===== src/hw/pwm_settings.svh =====
`ifndef PWM_SETTINGS_SVH
`define PWM_SETTINGS_SVH

// Number of cascaded H-bridge cells
`define PWM_NUM_CELLS 4

// Angle resolution, 4096 counts per turn
`define PWM_ANGLE_W 12

// Carrier and reference width
`define PWM_CARRIER_W 7
`define PWM_CARRIER_MAX 100   // Peak of the triangle, period is twice this

// Amplitude width, 64 is full scale
`define PWM_AMP_W 7
`define PWM_AMP_FULL 64

// Peak of the stored sine table
`define PWM_SINE_PEAK 32

// Gate conditioning, in clk cycles
`define PWM_FILTER_N 3
`define PWM_DEAD_CYCLES 4

`endif


===== src/hw/pwm_pkg.sv =====
`default_nettype none

`include "pwm_settings.svh"

package pwm_pkg;

    localparam int NUM_CELLS = `PWM_NUM_CELLS;

    // Setpoint taken through the valid/ready handshake
    typedef struct packed {
        logic [`PWM_ANGLE_W-1:0] step;       // Angle increment per carrier period
        logic [`PWM_AMP_W-1:0]   amplitude;  // 64 is full scale
        logic [`PWM_ANGLE_W-1:0] phase;      // Start angle
    } setpoint_t;

    // Sine references shared by every cell
    typedef struct packed {
        logic [`PWM_CARRIER_W-1:0] ref_a;
        logic [`PWM_CARRIER_W-1:0] ref_b;
        logic [`PWM_CARRIER_W-1:0] ref_c;
    } phase_refs_t;

    // Gates of one cell, upper and lower switch per leg
    typedef struct packed {
        logic g1_a;
        logic g2_a;
        logic g1_b;
        logic g2_b;
        logic g1_c;
        logic g2_c;
    } leg_gates_t;

    typedef leg_gates_t [NUM_CELLS-1:0] cell_gates_t;

endpackage

`default_nettype wire


===== src/hw/carrier_cell.sv =====
`default_nettype none

`include "pwm_settings.svh"

module carrier_cell #(
    parameter int CELL_INDEX = 0
) (
    input  logic                 clk,
    input  logic                 reset,
    input  pwm_pkg::phase_refs_t phase_refs,
    output pwm_pkg::leg_gates_t  leg_gates
);

    import pwm_pkg::*;

    localparam int MAX = `PWM_CARRIER_MAX;
    localparam int PERIOD = 2 * MAX;
    localparam int POS = CELL_INDEX * PERIOD / NUM_CELLS;  // Phase shift in cycles

    // Starting point on the triangle for this cell
    localparam logic [`PWM_CARRIER_W-1:0] START =
        `PWM_CARRIER_W'((POS < MAX) ? POS : PERIOD - POS);
    localparam logic START_UP = (POS < MAX);

    logic [`PWM_CARRIER_W-1:0] carrier;
    logic                      count_up;

    always_ff @(posedge clk) begin
        if (reset) begin
            carrier  <= START;
            count_up <= START_UP;
        end else if (count_up) begin
            carrier <= carrier + 1'b1;
            if (carrier == `PWM_CARRIER_W'(MAX - 1)) begin
                count_up <= 1'b0;              // Turn at the peak
            end
        end else begin
            carrier <= carrier - 1'b1;
            if (carrier == `PWM_CARRIER_W'(1)) begin
                count_up <= 1'b1;              // Turn at the valley
            end
        end
    end

    // Complementary gates per leg
    always_comb begin
        leg_gates.g1_a = phase_refs.ref_a >= carrier;
        leg_gates.g2_a = !leg_gates.g1_a;
        leg_gates.g1_b = phase_refs.ref_b >= carrier;
        leg_gates.g2_b = !leg_gates.g1_b;
        leg_gates.g1_c = phase_refs.ref_c >= carrier;
        leg_gates.g2_c = !leg_gates.g1_c;
    end

    carrier_in_range: assert property (@(posedge clk) disable iff (reset)
        carrier <= `PWM_CARRIER_W'(MAX));

endmodule

`default_nettype wire


===== config.mk =====
export PLATFORM = sky130hd
export DESIGN_NAME = carrier_cell
export DESIGN_NICKNAME = d
export VERILOG_FILES = /design/src/hw/pwm_pkg.sv /design/src/hw/carrier_cell.sv
export VERILOG_INCLUDE_DIRS = /design/src /design/src/hw
export SDC_FILE = /design/constraint.sdc
export NUM_CORES = 1
export LEC_CHECK = 0
export ABC_AREA = 1
export BUFFER_PORTS_ARGS = -buffer_cell sky130_fd_sc_hd__buf_2
export CAP_MARGIN = 15
export CORE_UTILIZATION = 40
export CTS_BUF_LIST = sky130_fd_sc_hd__clkbuf_4 sky130_fd_sc_hd__clkbuf_8
export CTS_CLUSTER_SIZE = 20
export DETAILED_ROUTE_END_ITERATION = 8
export GPL_TIMING_DRIVEN = 0
export PLACE_DENSITY = 0.69
export SYNTH_ARGS = -nofsm -noshare
export SYNTH_HDL_FRONTEND = slang
export SYNTH_SLANG_ARGS = --single-unit

===== constraint.sdc =====
create_clock -name clk -period 1.7 [get_ports clk]
set_input_delay 0.17 -clock clk [delete_from_list [all_inputs] [get_ports clk]]
set_output_delay 0.17 -clock clk [all_outputs]
set_load 0.005 [all_outputs]

## Word level (Yosys, flattened, before mapping)

Cells that the tools add are included.

- Register bits after elaboration: 8
- Bits of input ports: 23
- Output and inout bits: 6
- Logic and storage cells: 16

- Add/subtract/negate cells: 2
- Order comparisons: 3
- Eq/ne operators: 2
- Mux-type cells: 4
- Reductions and logical operators: 3

Operators by type and width:

| cell | number |
|---|---|
| greater-or-equal comparator 7 bit | 3 |
| adder 7 x 1 -> 7 bit (second input constant) | 1 |
| == test 7 x 1 -> 1 bit (second input constant) | 1 |
| == test 7 bit (second input constant) | 1 |
| two-way mux 7 bit | 1 |
| subtractor 7 x 1 -> 7 bit (second input constant) | 1 |
| logical NOT 1 bit | 3 |
| two-way mux 1 bit | 3 |

## Logic depth before layout (Yosys ltp)

- Word-level depth: 3
- Mapped depth: 8
- Mapped depth without buffers: 8

## Worst setup path after synthesis

No wires, ideal clock.

- Kind: register to output
- From: reg carrier[4]
- To: out leg_gates[0] in the netlist's numbering
- Arrival time: 1.202 ns
- Data required time: 1.530 ns
- Slack: 0.328 ns
- Stages on the path, launching flop included: 8
- Buffers on the path: 0
- Cell sequence: dfxtp_1 inv_1 ha_1 a21oi_1 nor2_1 nor2_1 nand2_1 nor2_1

RTL lines:

| element | RTL line | text |
|---|---|---|
| start, declared | carrier_cell.sv:25 | `` logic [`PWM_CARRIER_W-1:0] carrier; `` |
| start signal, assigned | carrier_cell.sv:33 | `carrier <= carrier + 1'b1;` |
| start signal, assigned | carrier_cell.sv:38 | `carrier <= carrier - 1'b1;` |
| end, declared | carrier_cell.sv:11 | `output pwm_pkg::leg_gates_t leg_gates` |

==> flow_summary.ini <==
[setup_path]
reg2regPathDepth = 7
worstReg2RegStart = carrier[0]
crit_family = simple AND/OR/NAND/NOR gates
startpoint_type = flop
rrSetupSlack_ps = 390
cp.arrival_ps = 1490
rr_endpoint = carrier[2]
crit_chain = inv_4 -> ha_4 -> nand4_1 -> nor2_1 -> nand3b_1 -> buf_2
crit_start = carrier[2]
required_ps = 1530
cp.depth = 6
crit_path_end_kind = primary output
cp_max_fo = 5
worstSetupPathType = flop to primary output
slowest_delay_ps = 360
crit_buf_inv = 2
critPathSlowestCell = dfxtp_2
endpoint = leg_gates[3]

[power]
p_total_w = 0.000597
max-vdd-ir-drop_v = 0.000333
leakagePower_nw = 0.712
power.density_nw_per_um2 = 407

[logic_synthesis]
ys_types = 13
yosysTopAreaCellShare = 0.305
ys_top_cells_by_area = ha_1 (30%), dfxtp_1 (16%), nand2_1 (13%)
syn-num-nets = 201
avgSynthCellArea_sq_um = 6.40
yosys.area.top_type = ha_1
yosys_register_bits = 8
ys_seq_area_frac = 0.162
syn_area_sq_um = 986
yosysWarnings = 0
synthCells = 154

[clocking]
clk_path_buf_depth = 2
cts_num_sinks = 8
path_clk_slew_ps = 60
htreeDepth = 1
cts-root-buf = clkbuf_4
cts_tree = done
hold_buffers = 0
cts_made_buffers = 3
clock_latency_ps = 260

[routing]
vias_per_cell = 5.20
drt-total-wl_microns = 2720
drtAntennaViolNets = 0
drcViolationCount = 0
dr.pass1.iters = 4
drtIter0Drc = 22
wl_per_cell_microns = 12.6
vias = 1124

[sta]
skew_ps = 7.69
slew_headroom = 0.823
fin_crit_ps = 1660
setup_viol = 0
setup_ws_ps = 38.0
drv_slew = 0
fmax_mhz = 602
worst_pin_slew_ps = 264
rsz0062_at_grt = yes
whs_ps = 69.3
hold_viol_final = 0
fin_crit_sh = 0.978

[layout]
layout_commonest_cell = nand2_1
antennaDiodeCount = 0
nets = 237
area.growth.synth_to_final_pct = 48.7
mostFrequentLayoutCells = nand2_1 (32), buf_2 (28), nor2_1 (22), inv_1 (17), ha_4 (16)
post-route-util = 0.644
fin_area_sq_um = 1470
drive_above_1_share = 0.394

[die]
dieArea_sq_um = 2670
die_h_microns = 51.6
die_w_microns = 51.6
row_count = 17
num_io_pins = 29
start_util = 0.433
core_area_sq_um = 2280

[worst_hold_path]
hp-class = input pin to flop

[place]
place.port_buffers = 28
pre_cts_ws_ps = 91.0
routabilityCongestion = 0.826
dp_hpwl_microns = 1790
placed_area_sq_um = 1160

[global_routing]
grt-ovfl-total = 0
grt_pass1_wl_microns = 3790
grt_max_degree = 10
antenna_found_initial = 0
grt_pass1_vias = 981
grt_usage = 0.186

[flow_run]
maxCapViolCount = 0

[run_status]
outcome = finished, final reports clean
==> kinds of logic (layout without fill, tap and decap cells) <==
logic type,Yosys count,after routing,synth area share
and+or+nand+nor,79,79,0.336
adders and majority gates,24,24,0.305
AOI/OAI and AO/OA,20,20,0.109
DFF,8,8,0.162
buffers and inverters,23,57,0.0876
==> synth_stat cells <==
cell	n
o21ai_0	5
inv_1	23
a21oi_1	12
nor2_1	26
nand3b_1	3
nor2_2	1
nand3_1	13
nand2_1	34
a21o_1	3
ha_1	24
nand4_1	1
dfxtp_1	8
nand2_2	1
==> worst min path at each step <==
| stage | from | endpoint | cells after the start |
|---|---|---|---|
| finish | reset | carrier[0] | 2 |
| global route | reset | carrier[0] | 2 |
| CTS | reset | carrier[0] | 2 |
| detailed placement | reset | carrier[0] | 2 |
| global placement | reset | carrier[0] | 2 |
| floorplan | reset | carrier[0] | 1 |
==> metrics by stage <==
stage | setup TNS [ps] | instances
6_report | 0 | 216
5_1_grt | -87.9 | 216
3_3_place_gp | 0 | 210
2_1_floorplan | 0 | 154
4_1_cts | 0 | 215
3_5_place_dp | 0 | 210
==> registers in the layout (all words and copies together) (netlist names) <==
signal and flops:
carrier 7, count_up 1
==> cell type report <==
class	count	area [sq um]
Timing Repair Buffer	31	163
Fill cell	175	810
Sequential cell	8	176
Clock buffer	3	22.5
Multi-Input combinational cell	123	966
Tap cell	28	35.0
Inverter	23	104
==> report_power, final <==
| group | internal, W | switching (W) |
|---|---|---|
| logic | 0.000123 | 0.000123 |
| clock network | 0.0000811 | 0.0000693 |
| registers | 0.000190 | 0.0000106 |
| total | 0.000394 | 0.000203 |
==> layer usage <==
| layer | track usage | wire, microns | up-vias |
|---|---|---|---|
| met3 | 0.0439 | 92 | 4 |
| met1 | 0.218 | 1160 | 514 |
| met2 | 0.340 | 1430 | 29 |
| met5 | 0 | 0 | - |
| li1 | - | - | 577 |
| met4 | 0.0360 | 32 | 0 |
==> repair_timing <==
| item | 4_1_cts | 5_1_grt |
|---|---|---|
| endpoints found under the setup margin | 6 | 6 |
| gates resized for setup | 14 | 35 |
| gates cloned | 0 | 0 |
| setup buffers | 2 | 1 |
| pin swaps | 2 | 10 |
Note: power is estimated with default switching activity, not from simulation.
