--- config.mk ---
export PLATFORM = sky130hd
export DESIGN_NAME = gate_conditioner
export DESIGN_NICKNAME = d
export VERILOG_FILES = /design/src/hw/pwm_pkg.sv /design/src/hw/gate_conditioner.sv
export VERILOG_INCLUDE_DIRS = /design/src /design/src/hw
export SDC_FILE = /design/constraint.sdc
export NUM_CORES = 1
export LEC_CHECK = 0
export ABC_AREA = 0
export BUFFER_PORTS_ARGS = -buffer_cell sky130_fd_sc_hd__clkbuf_2
export CORE_UTILIZATION = 50
export CTS_BUF_LIST = sky130_fd_sc_hd__clkbuf_2
export CTS_CLUSTER_SIZE = 16
export DETAILED_ROUTE_END_ITERATION = 8
export GPL_TIMING_DRIVEN = 1
export PLACE_DENSITY = 0.68
export SETUP_SLACK_MARGIN = 0.05
export SLEW_MARGIN = 20
export SYNTH_ARGS = -nofsm -noshare
export SYNTH_HDL_FRONTEND = slang
export SYNTH_SLANG_ARGS = --single-unit
--- constraint.sdc ---
create_clock -name clk -period 1.5 [get_ports clk]
set_input_delay 0.075 -clock clk [delete_from_list [all_inputs] [get_ports clk]]
set_output_delay 0.075 -clock clk [all_outputs]
set_load 0.05 [all_outputs]
--- src/hw/pwm_settings.svh ---
`ifndef PWM_SETTINGS_SVH
`define PWM_SETTINGS_SVH

// Number of cascaded H-bridge cells
`define PWM_NUM_CELLS 4

// Angle resolution, 4096 counts per turn
`define PWM_ANGLE_W 12

// Carrier and reference width
`define PWM_CARRIER_W 7
`define PWM_CARRIER_MAX 100   // Peak of the triangle, period is twice this

// Amplitude width, 64 is full scale
`define PWM_AMP_W 7
`define PWM_AMP_FULL 64

// Peak of the stored sine table
`define PWM_SINE_PEAK 32

// Gate conditioning, in clk cycles
`define PWM_FILTER_N 3
`define PWM_DEAD_CYCLES 4

`endif

--- src/hw/pwm_pkg.sv ---
`default_nettype none

`include "pwm_settings.svh"

package pwm_pkg;

    localparam int NUM_CELLS = `PWM_NUM_CELLS;

    // Setpoint taken through the valid/ready handshake
    typedef struct packed {
        logic [`PWM_ANGLE_W-1:0] step;       // Angle increment per carrier period
        logic [`PWM_AMP_W-1:0]   amplitude;  // 64 is full scale
        logic [`PWM_ANGLE_W-1:0] phase;      // Start angle
    } setpoint_t;

    // Sine references shared by every cell
    typedef struct packed {
        logic [`PWM_CARRIER_W-1:0] ref_a;
        logic [`PWM_CARRIER_W-1:0] ref_b;
        logic [`PWM_CARRIER_W-1:0] ref_c;
    } phase_refs_t;

    // Gates of one cell, upper and lower switch per leg
    typedef struct packed {
        logic g1_a;
        logic g2_a;
        logic g1_b;
        logic g2_b;
        logic g1_c;
        logic g2_c;
    } leg_gates_t;

    typedef leg_gates_t [NUM_CELLS-1:0] cell_gates_t;

endpackage

`default_nettype wire

--- src/hw/gate_conditioner.sv ---
`default_nettype none

`include "pwm_settings.svh"

module gate_conditioner (
    input  logic                 clk,
    input  logic                 reset,
    input  logic                 shoot,
    input  pwm_pkg::cell_gates_t cell_gates,
    output pwm_pkg::cell_gates_t gates
);

    import pwm_pkg::*;

    localparam int BITS = $bits(cell_gates_t);
    localparam int FILT_W = $clog2(`PWM_FILTER_N);
    localparam int DEAD_W = $clog2(`PWM_DEAD_CYCLES + 1);

    logic [BITS-1:0]   raw;
    logic [BITS-1:0]   filtered;
    logic [BITS-1:0]   dead_done;
    logic [FILT_W-1:0] filt_cnt [BITS];
    logic [DEAD_W-1:0] dead_cnt [BITS];
    logic              shoot_q;
    logic [NUM_CELLS*3-1:0] overlap;

    assign raw = cell_gates;

    // A level passes once it has differed from the filtered value for N cycles
    always_ff @(posedge clk) begin
        if (reset) begin
            filtered <= '0;
            for (int i = 0; i < BITS; i++) begin
                filt_cnt[i] <= '0;
            end
        end else begin
            for (int i = 0; i < BITS; i++) begin
                if (raw[i] == filtered[i]) begin
                    filt_cnt[i] <= '0;
                end else if (filt_cnt[i] == FILT_W'(`PWM_FILTER_N - 1)) begin
                    filtered[i] <= raw[i];
                    filt_cnt[i] <= '0;
                end else begin
                    filt_cnt[i] <= filt_cnt[i] + 1'b1;
                end
            end
        end
    end

    // Turn-on delay, falling edges pass straight through
    always_ff @(posedge clk) begin
        if (reset) begin
            for (int i = 0; i < BITS; i++) begin
                dead_cnt[i] <= '0;
            end
        end else begin
            for (int i = 0; i < BITS; i++) begin
                if (!filtered[i]) begin
                    dead_cnt[i] <= '0;
                end else if (!dead_done[i]) begin
                    dead_cnt[i] <= dead_cnt[i] + 1'b1;
                end
            end
        end
    end

    always_comb begin
        for (int i = 0; i < BITS; i++) begin
            dead_done[i] = dead_cnt[i] == DEAD_W'(`PWM_DEAD_CYCLES);
        end
    end

    always_ff @(posedge clk) begin
        if (reset) begin
            shoot_q <= 1'b0;
        end else begin
            shoot_q <= shoot;
        end
    end

    assign gates = filtered & dead_done & {BITS{shoot_q}};

    // Both switches of a leg on at once would short the DC link
    always_comb begin
        for (int c = 0; c < NUM_CELLS; c++) begin
            overlap[3*c]     = gates[c].g1_a && gates[c].g2_a;
            overlap[3*c + 1] = gates[c].g1_b && gates[c].g2_b;
            overlap[3*c + 2] = gates[c].g1_c && gates[c].g2_c;
        end
    end

    no_shoot_through: assert property (@(posedge clk) disable iff (reset)
        overlap == '0);

endmodule

`default_nettype wire

# ---- After elaboration in Yosys (flattened, before gate mapping)
# Memory sizes are Yosys's and may differ from the RTL's.
# Cells that the tools add are included.
dict set report classes {
  n_addsub 48
  n_mul 0
  n_div 0
  order_cmp 0
  n_eq_ne 72
  shift 0
  mux 554
  n_bitwise 146
  reduce_logical 24
}
# cell n
set op_table {}
lappend op_table {{two-way mux 1 bit} 434}
lappend op_table {{two-way mux 2 bit} 72}
lappend op_table {{two-way mux 3 bit} 48}
lappend op_table {{bitwise OR 1 bit} 120}
lappend op_table {{adder 3 x 1 -> 3 bit (second input constant)} 24}
lappend op_table {{== test 3 bit (second input constant)} 24}
lappend op_table {{adder 2 x 1 -> 2 bit (second input constant)} 24}
lappend op_table {{bitwise AND 24 bit} 2}
lappend op_table {{== test 2 bit (second input constant)} 24}
lappend op_table {{AND reduction 2 bit} 24}
lappend op_table {{== test 1 bit} 24}
lappend op_table {{NOT 1 bit} 24}
dict set report totals {
  ff_bits 25
  latch_bits 0
  ramBits 120
  romBits 0
  wordCells 871
  n_memories 2
}
# memory depth width rd rd_clocked_by_memory_dff wr line_no
set memory_table {}
lappend memory_table {dead_cnt 24 3 24 0 24 gate_conditioner.sv:23} ;# logic [DEAD_W-1:0] dead_cnt [BITS];
lappend memory_table {filt_cnt 24 2 24 0 24 gate_conditioner.sv:22} ;# logic [FILT_W-1:0] filt_cnt [BITS];

# ---- Longest topological paths before layout
# Gate-level depths: netlist of run 1.
dict set report depth {
  word_depth 7
  ltp_mapped 4
}

# ---- Least setup slack after synthesis of run 1
# OpenSTA, ideal clock, no wires.
dict set report synth_timing {
  kind {flip-flop to output port}
  startpoint {register shoot_q}
  endpoint {output gates[0] in the netlist's numbering}
  arrival_time_ns 1.379
  t_required_ns 1.425
  setup_slack_ns 0.046
  stages_incl_launch_ff 4
  n_path_buf 1
  cell_sequence {dfxtp_1 -> clkbuf_1 -> nand2_1 -> nor2_1}
}
# element line_no
set synth_lines {}
lappend synth_lines {{start, declared} gate_conditioner.sv:24} ;# logic shoot_q;
lappend synth_lines {{start signal, assigned} gate_conditioner.sv:77} ;# shoot_q <= shoot;
lappend synth_lines {{end, declared} gate_conditioner.sv:10} ;# output pwm_pkg::cell_gates_t gates

==> results.md, run 1 <==
* Total GRT Usage at 19.4%
* Clock latency on the worst-skew pair at 0.71 ns
* Port buffer count at 50
* Final Hold Fails at 0
* Setup CP Type: reg2out
* Vias in the first global route at 5598
* CP endpoint kind: output pin
* Violated checks: design-rule violations, negative setup slack
* Antenna-violating nets left at 0
* Outcome: finished with violations
* CTS Buf Count at 17
* Number of flops mapped to enable cells by yosys at 120
* Routed wire length at 15700 um
* Synth top area share at 47.8%
* Top sig layer: met4
* Pleak at 0.00435 uW
* Primary FF master, synth: edfxtp_1
* P&R area growth vs syn at 37.9%
* Leading area contributor after synthesis: edfxtp_1
* Hold Path Stages at 4
* Core Rows at 44
* Vias/cell at 5.04
* CTS tree: yes
* Die area at 15600 sq um
* Die width at 125 um
* Largest net degree at the start of global routing at 52
* RD Place Congestion at 0.711
* Avg Cell Area, Syn at 11.4 sq um
* Count leader, synth: edfxtp_1
* Async set-or-reset flop fraction in the synthesized netlist at 0%
* Max-cap viol count at 0
* Max VDD drop at 0.000573 V
* Yosys cell types at 18
* Nets at 990
* DRC Markers at 2
* Syn Inst Count at 663
* Final period util at 123%
* HPWL Detailed at 9060 um
* Hold crit path type: in2reg
* First-pass GRT wire length at 24200 um
* Setup WS post-layout at -0.352 ns
* Sequential share of the synthesized area at 54.4%
* Largest cells by area after synthesis: edfxtp_1, ha_1, dfxtp_1
* RSZ-0062 raised after global routing: true
* Max Freq at 0.540 GHz
* Metal2 WL at 8430 um
* Bufs on Longest Clock Path at 2
* Grt total ovfl at 0
* IO Count at 51
* Metal1 wirelength at 6480 um
* Initial antenna violation count at 1
* Post-synth top cells: edfxtp_1, ha_1, inv_1
* Placed insts at 937
* Critical path fanouts, max at 3
* Crit path time final at 1.85 ns
* # setup viols final at 24
* Finished Layout Cells at 1089
* Power per cell area at 748 nW/um^2
* Req. time, crit path at 1.42 ns
* Synth Register Bits at 145
* Htree depth at 4
* Vias at 5488
* Die Ht at 125 um
* WL per Instance at 14.4 um
* CP Launch Type: flop
* Layout cells sized above 1 at 34.1%
* CP arrival at 1.78 ns
* Layout Skew at 0.0155 ns
* Met3 routed WL at 472 um
* Clock Pin Slew Worst Setup and Hold Paths at 0.19 ns
* Synthesized area at 7540 sq um
* Hold_ws at 0.159 ns
* DR pass1 iterations at 6
* Worst-case reg-to-reg path depth at 5
* Yosys warning count at 0
* Final slew viol count at 0
* Core area at 14600 sq um
* Clock Tree Root: clkbuf_2
* Starting DRT DRC Count at 194
* Clock net sink count at 145
* Starting Density at 51.5%
==> cells in the final DEF (no fill, tap or decap), drive strengths merged, types with 25 or more instances in the layout <==
master,n
dfxtp,25
buf,120
and3,48
clkbuf,44
nor2b,49
edfxtp,120
nand2,48
inv,72
conb,48
nor2,48
ha,72
dlygate4sd3,27
nor4,48
==> through the flow <==
stage / cell area [sq um] / util (%) / power (uW) / setup slack, ns / TNS (ns)
2_1_floorplan: 7770 / - / 5040 / 0.0746 / 0
3_3_place_gp: 8310 / 56.7 / 5170 / 0.297 / 0
3_5_place_dp: 8310 / 56.7 / 5220 / 0.226 / 0
4_1_cts: 9780 / 66.8 / 7750 / -0.428 / -9.45
5_1_grt: 10400 / 71.0 / 8130 / -0.490 / -10.76
6_report: 10400 / 71.0 / 7790 / -0.352 / -7.44
==> power by group <==
group | switching [uW] | internal [uW]
registers | 96.5 | 4480
logic | 382 | 399
clock network | 1370 | 1060
total | 1850 | 5940
==> path summary, 6_finish.rpt <==
check	start	end	slack (ns)
max	dead_cnt[1][0]$_SDFFCE_PN0P_	gates[8]	-0.35
min	cell_gates[12]	filtered[12]$_SDFFE_PP0P_	0.16
max reg2reg	dead_cnt[1][19]$_SDFFCE_PN0P_	dead_cnt[1][20]$_SDFFCE_PN0P_	0.06
min reg2reg	filtered[12]$_SDFFE_PP0P_	filtered[12]$_SDFFE_PP0P_	0.57
==> area by class of cell <==
type / instances / area, sq um
multi-input combinational: 481 / 3940
antenna: 1 / 2.50
timing repair buffer: 174 / 1590
sequential: 145 / 4110
tap: 184 / 230
inverter: 72 / 270
clock buffer: 17 / 85.1
clock inverter: 15 / 173
fill: 1025 / 4240
==> registers in the layout, summed over array words and instances, names as in the netlist <==
register  count
filtered     24
dead_cnt     72
filt_cnt     48
shoot_q       1
==> logic make-up (layout without fill, tap and decap cells) <==
group / Yosys count / after routing / synth area share, %
adders and majority gates: 72 / 72 / 11.9
and+or+nand+nor: 289 / 289 / 20.8
buffers and inverters: 84 / 278 / 4.43
other: 1 / 49 / 0.0497
muxes: 24 / 24 / 3.19
AOI/OAI and AO/OA: 24 / 24 / 2.39
DFF: 145 / 145 / 54.4
xor gates and xnor gates: 24 / 24 / 2.79
==> layer usage <==
metal	track usage (%)	vias up
li1	-	2761
met1	21.1	2653
met2	35.7	56
met3	4.55	18
met4	8.61	0
met5	0	-
==> critical path, stage by stage, from the launching register on <==
cell and delay, ns:
edfxtp_1 0.47, inv_2 0.11, ha_4 0.16, nand2_4 0.06, nor2_4 0.12, buf_8 0.15
==> repair_timing <==
action | 4_1_cts | 5_1_grt
endpoints found under the setup margin | 24 | 24
cloned | 0 | 3
hold endpoints to repair | 89 | 0
resized for setup | 133 | 111
buffers inserted | 61 | 28
hold buffers | 27 | 0
pin swaps | 45 | 15
No activity file was read; power rests on OpenSTA's default activity.
==> inputs of run 2 (changes only) <==
Settings changed: SKIP_CTS_REPAIR_TIMING set to 1.
==> run 2 against run 1 <==
  * The flow still finishes with violations (design-rule violations, negative setup slack)
  * Cell count shrank 3.8%
  * Hold slack gained 0.010 ns
  * Non-clock buffer count shrank 40
  * Clock power is essentially flat
  * Die area is the same
  * Design area shrank 2.7%
  * Power shrank 0.48%
  * Fmax grew 0.39%
  * Critical path type unchanged
  * Combinational power shrank 4.0%
  * Via count shrank 2.8%
==> results.md, run 2 (same netlist as run 1, synthesis figures left out) <==
* Outcome: finished with violations
* Violated checks: design-rule violations, negative setup slack
* Pint at 5920 uW
* Final slew viol count at 0
* Req. time, crit path at 1.42 ns
* Peak per-stage delay on the critical path at 0.48 ns
* Starting Density at 51.5%
* Grt total ovfl at 0
* Flop pwr share at 59.2%
* Initial antenna violation count at 0
* Total GRT Usage at 16.7%
* Die area at 15600 sq um
* CP bufs+invs at 2
* Core area at 14600 sq um
* Vias at 5332
* Setup CP Type: reg2out
* Port buffer count at 50
* Die Ht at 125 um
* Layout cells sized above 1 at 31.5%
* Crit path time final at 1.84 ns
* CP endpoint kind: output pin
* Switch share at 23.7%
* Largest net degree at the start of global routing at 52
* Starting DRT DRC Count at 205
* CP Cell Sequence: clkbuf_16 > nand2_2 > nor2_4 > buf_6
* ANT cells at 0
* Max Freq at 0.542 GHz
* Combinational Power Share at 9.7%
* Commonest non-fill, non-tap cell in the layout: edfxtp_1
* Routed wire length at 14900 um
* Final Instance Area at 10100 sq um
* Critical Path Slowest Stage Cell: dfxtp_4
* Top delay family on crit path: flip-flops
* WHS Endpoint: filtered[13]$_SDFFE_PP0P_
* Power per cell area at 766 nW/um^2
* Hold Path Stages at 4
* Clock latency on the worst-skew pair at 0.71 ns
* Worst-case reg-to-reg path depth at 4
* Setup TNS at -7.38 ns
* RD Place Congestion at 0.711
* Max FFs per register at 72
* Core Rows at 44
* NetSw at 1830 uW
* Vias in the first global route at 4948
* First-pass GRT wire length at 21000 um
* HPWL Detailed at 9060 um
* Clock Tree Root: clkbuf_2
* Hold path start: cell_gates[13]
* DRC Markers at 2
* Most frequent cells in the layout: edfxtp_1, buf_4, nor2b_1
* CTS Buf Count at 17
* RSZ-0062 raised after global routing: true
* Antenna-violating nets left at 0
* Post-Place Setup Slack at 0.226 ns
* Layout Skew at 0.0208 ns
* Worst R2R Start: dead_cnt[0][3]$_SDFFCE_PN0P_
* Pleak at 0.00428 uW
* Worst r2r dst: dead_cnt[0][5]$_SDFFCE_PN0P_
* Final Hold Fails at 0
* # setup viols final at 24
* WL per Instance at 14.2 um
* Vias/cell at 5.09
* Die width at 125 um
* IO Count at 51
* Top reg by flops: dead_cnt
* DR pass1 iterations at 7
* P&R area growth vs syn at 34.2%
* Setup WS post-layout at -0.345 ns
* CP arrival at 1.77 ns
* Htree depth at 4
* Hold crit path type: in2reg
* Clock net sink count at 145
* Placed cell area at 8310 sq um
* Critical path fanouts, max at 6
* CP Depth at 4
* Max-cap viol count at 0
* Regs by FF count: dead_cnt: 72 flops, filt_cnt: 48 flops, filtered: 24 flops
* Final period util at 123%
* CTS tree: yes
* Max VDD drop at 0.000559 V
* CP Launch Type: flop
* Register-to-register setup slack at 0.14 ns
* Clock Pin Slew Worst Setup and Hold Paths at 0.20 ns
* Bufs on Longest Clock Path at 2
* Hold_ws at 0.169 ns
* Nets at 950
* Clock network fraction of total power at 31.1%
[run 2: changes by cell type in the layout (fill, tap and decap cells not counted), sizes merged]
cell / previous run / this run
buf: 120 / 80
diode: 1 / 0
[run 2: worst reg2reg max path, delay by kind of cell, from the launching register on]
family / cells / cell delay [ns]
buffers and inverters: 1 / 0.16
AO/OA/AOI/OAI: 1 / 0.17
adder cells (fa/ha/maj): 1 / 0.22
AND/OR/NAND/NOR: 1 / 0.15
flip-flops: 1 / 0.46
[run 2: per-stage QoR]
step | std cells | util [%] | total power [uW]
detailed placement | 937 | 56.7 | 5220
global placement | 937 | 56.7 | 5170
CTS | 969 | 58.5 | 7620
finish | 1048 | 69.1 | 7750
global route | 1048 | 69.1 | 8110
floorplan | 710 | - | 5040
[run 2: how the worst max path moves through the flow]
stage | from | to | slack [ns]
2_1_floorplan | dead_cnt[2][15]$_SDFFCE_PP0P_ | gates[21] | 0.07
3_3_place_gp | dead_cnt[2][3]$_SDFFCE_PN0P_ | gates[17] | 0.30
3_5_place_dp | dead_cnt[1][0]$_SDFFCE_PN0P_ | gates[8] | 0.23
4_1_cts | dead_cnt[1][0]$_SDFFCE_PN0P_ | gates[8] | -0.63
5_1_grt | shoot_q$_SDFF_PP0_ | gates[17] | -0.47
6_report | shoot_q$_SDFF_PP0_ | gates[17] | -0.34
[run 2: cell type report]
class | instances | area [sq um]
Inverter | 72 | 270
Sequential cell | 145 | 4110
Tap cell | 184 | 230
Timing Repair Buffer | 134 | 1240
Multi-Input combinational cell | 481 | 4010
Clock buffer | 17 | 85.1
Clock inverter | 15 | 173
Fill cell | 1050 | 4530
[run 2: layer usage]
layer / GRT usage, % / routed length [um]
met1: 18.7 / 6130
met2: 29.5 / 8020
met3: 4.60 / 439
met4: 7.75 / 288
met5: 0 / 0
[run 2: power groups by stage]
stage / Combinational [uW] / Sequential [uW] / Clock, uW
after floorplan: 407 / 4630 / 0
after detailed placement: 556 / 4660 / 0
after global placement: 520 / 4650 / 0
final: 750 / 4590 / 2410
after CTS: 558 / 4570 / 2490
after global routing: 836 / 4610 / 2670
==> inputs of run 3 (changes only) <==
Settings changed: BUFFER_PORTS_ARGS -buffer_cell sky130_fd_sc_hd__clkbuf_2 to -buffer_cell sky130_fd_sc_hd__buf_2.
==> run 3 against run 2 <==
  * Flip-flop and latch count unchanged
  * Non-clock buffer count increased by 2
  * Setup slack improved by 0.012 ns
  * Largest power group unchanged
  * Critical endpoint is now gates[15]
  * Critical path type unchanged
  * Power fell by 6.9%
  * The flow still finishes with violations (design-rule violations, negative setup slack)
==> results.md, run 3 (same netlist as run 1, synthesis figures left out) <==
* Max-cap viol count at 0
* Starting Density at 51.5%
* CP Depth at 5
* Top delay family on crit path: flip-flops
* Pleak at 0.00416 uW
* Clock Tree Root: clkbuf_2
* Regs by FF count: dead_cnt: 72 flops, filt_cnt: 48 flops, filtered: 24 flops
* Critical Path Slowest Stage Cell: edfxtp_1
* Final Core Density at 68.0%
* DRC Markers at 2
* Violated checks: design-rule violations, negative setup slack
* Layout cells sized above 1 at 30.6%
* Req. time, crit path at 1.42 ns
* Register-to-register setup slack at 0.16 ns
* Clock Pin Slew Worst Setup and Hold Paths at 0.22 ns
* Initial antenna violation count at 1
* Die area at 15600 sq um
* Core area at 14600 sq um
* # setup viols final at 24
* CP endpoint kind: output pin
* Crit path time final at 1.83 ns
* Nets at 952
* Hold crit path type: in2reg
* Grt total ovfl at 0
* Port buffer count at 50
* Vias/cell at 5.02
* Starting DRT DRC Count at 208
* Setup WS post-layout at -0.333 ns
* Final Instance Area at 9960 sq um
* WL per Instance at 13.7 um
* Total GRT Usage at 16.8%
* HPWL Detailed at 8990 um
* Placed cell area at 8250 sq um
* Clock latency on the worst-skew pair at 0.71 ns
* Worst R2R Start: dead_cnt[1][0]$_SDFFCE_PN0P_
* Final Hold Fails at 0
* Vias in the first global route at 4881
* Final period util at 122%
* Power per cell area at 724 nW/um^2
* Routed wire length at 14400 um
* First-pass GRT wire length at 21200 um
* Htree depth at 4
* Worst-case reg-to-reg path depth at 4
* Worst r2r dst: dead_cnt[1][2]$_SDFFCE_PN0P_
* Bufs on Longest Clock Path at 2
* Setup CP Type: reg2out
* CP bufs+invs at 2
* IO Count at 51
* Critical path fanouts, max at 3
* CP arrival at 1.76 ns
* Core Rows at 44
* CP Cell Sequence: inv_1 > ha_2 > nand2_2 > nor2_2 > buf_6
* Final slew viol count at 0
* Outcome: finished with violations
* Commonest non-fill, non-tap cell in the layout: edfxtp_1
* Most frequent cells in the layout: edfxtp_1, buf_4, nor2b_1
* Critical path launch point: dead_cnt[1][21]$_SDFFCE_PN0P_
* RSZ-0062 raised after global routing: true
* Antenna-violating nets left at 0
* Max FFs per register at 72
* Die Ht at 125 um
* RD Place Congestion at 0.722
* Peak per-stage delay on the critical path at 0.44 ns
* Max Freq at 0.545 GHz
* CTS Buf Count at 17
* CTS tree: yes
* Max VDD drop at 0.000685 V
* Crit path capture: gates[15]
* Largest net degree at the start of global routing at 43
* Top reg by flops: dead_cnt
* DR pass1 iterations at 6
* Clock net sink count at 145
* CP Launch Type: flop
* P&R area growth vs syn at 32.1%
* Layout Skew at 0.0333 ns
* Post-Place Setup Slack at 0.237 ns
* Vias at 5277
* Die width at 125 um
* Total power at 7210 uW
[run 3: cell types whose count changed in the layout (fill, tap and decap cells not counted), sizes merged]
cell / delta
buf: +28
dlygate4sd3: -1
bufinv: -3
diode: +1
clkbuf: -21
clkinvlp: -1
[run 3: worst min-delay path by stage]
stage | from | end | slack (ns) | cells after the start
2_1_floorplan | shoot | shoot_q$_SDFF_PP0_ | 0.20 | 1
3_3_place_gp | shoot | shoot_q$_SDFF_PP0_ | 0.30 | 2
3_5_place_dp | shoot | shoot_q$_SDFF_PP0_ | 0.31 | 2
4_1_cts | reset | filtered[1]$_SDFFE_PP0P_ | -0.48 | 2
5_1_grt | reset | filtered[1]$_SDFFE_PP0P_ | 0.05 | 3
6_report | reset | filtered[1]$_SDFFE_PP0P_ | 0.14 | 3
[run 3: report_power, final]
part | internal (uW) | switching, uW | leakage, uW
clock network | 582 | 1320 | 0.000129
registers | 4480 | 96.4 | 0.00158
logic | 371 | 362 | 0.00244
[run 3: cell type report]
type	count	area [sq um]
inverter	72	270
timing repair buffer	136	1220
antenna	1	2.50
multi-input combinational	481	3950
clock inverter	11	73.8
fill	1047	4680
sequential	145	4110
tap	184	230
clock buffer	21	105
[run 3: tightest hold or removal path, cell delays in order]
cell and delay, ns:
dlygate4sd3_1 0.53, buf_4 0.17, nor2_1 0.06
[run 3: per-stage QoR]
stage,cells,hold WS (ns),setup TNS [ns]
after global placement,936,0.298,0
after CTS,968,-0.482,-12.56
after detailed placement,936,0.306,0
final,1051,0.139,-6.45
after global routing,1051,0.0550,-9.91
after floorplan,710,0.203,0
[run 3: per-layer routing]
metal  wire length [um]  vias up  GRT usage, %
met1               6140     2502          19.7
li1                   -     2682             -
met5                  0        -             0
met2               7510       71          29.5
met3                488       22          4.42
met4                275        0          6.46
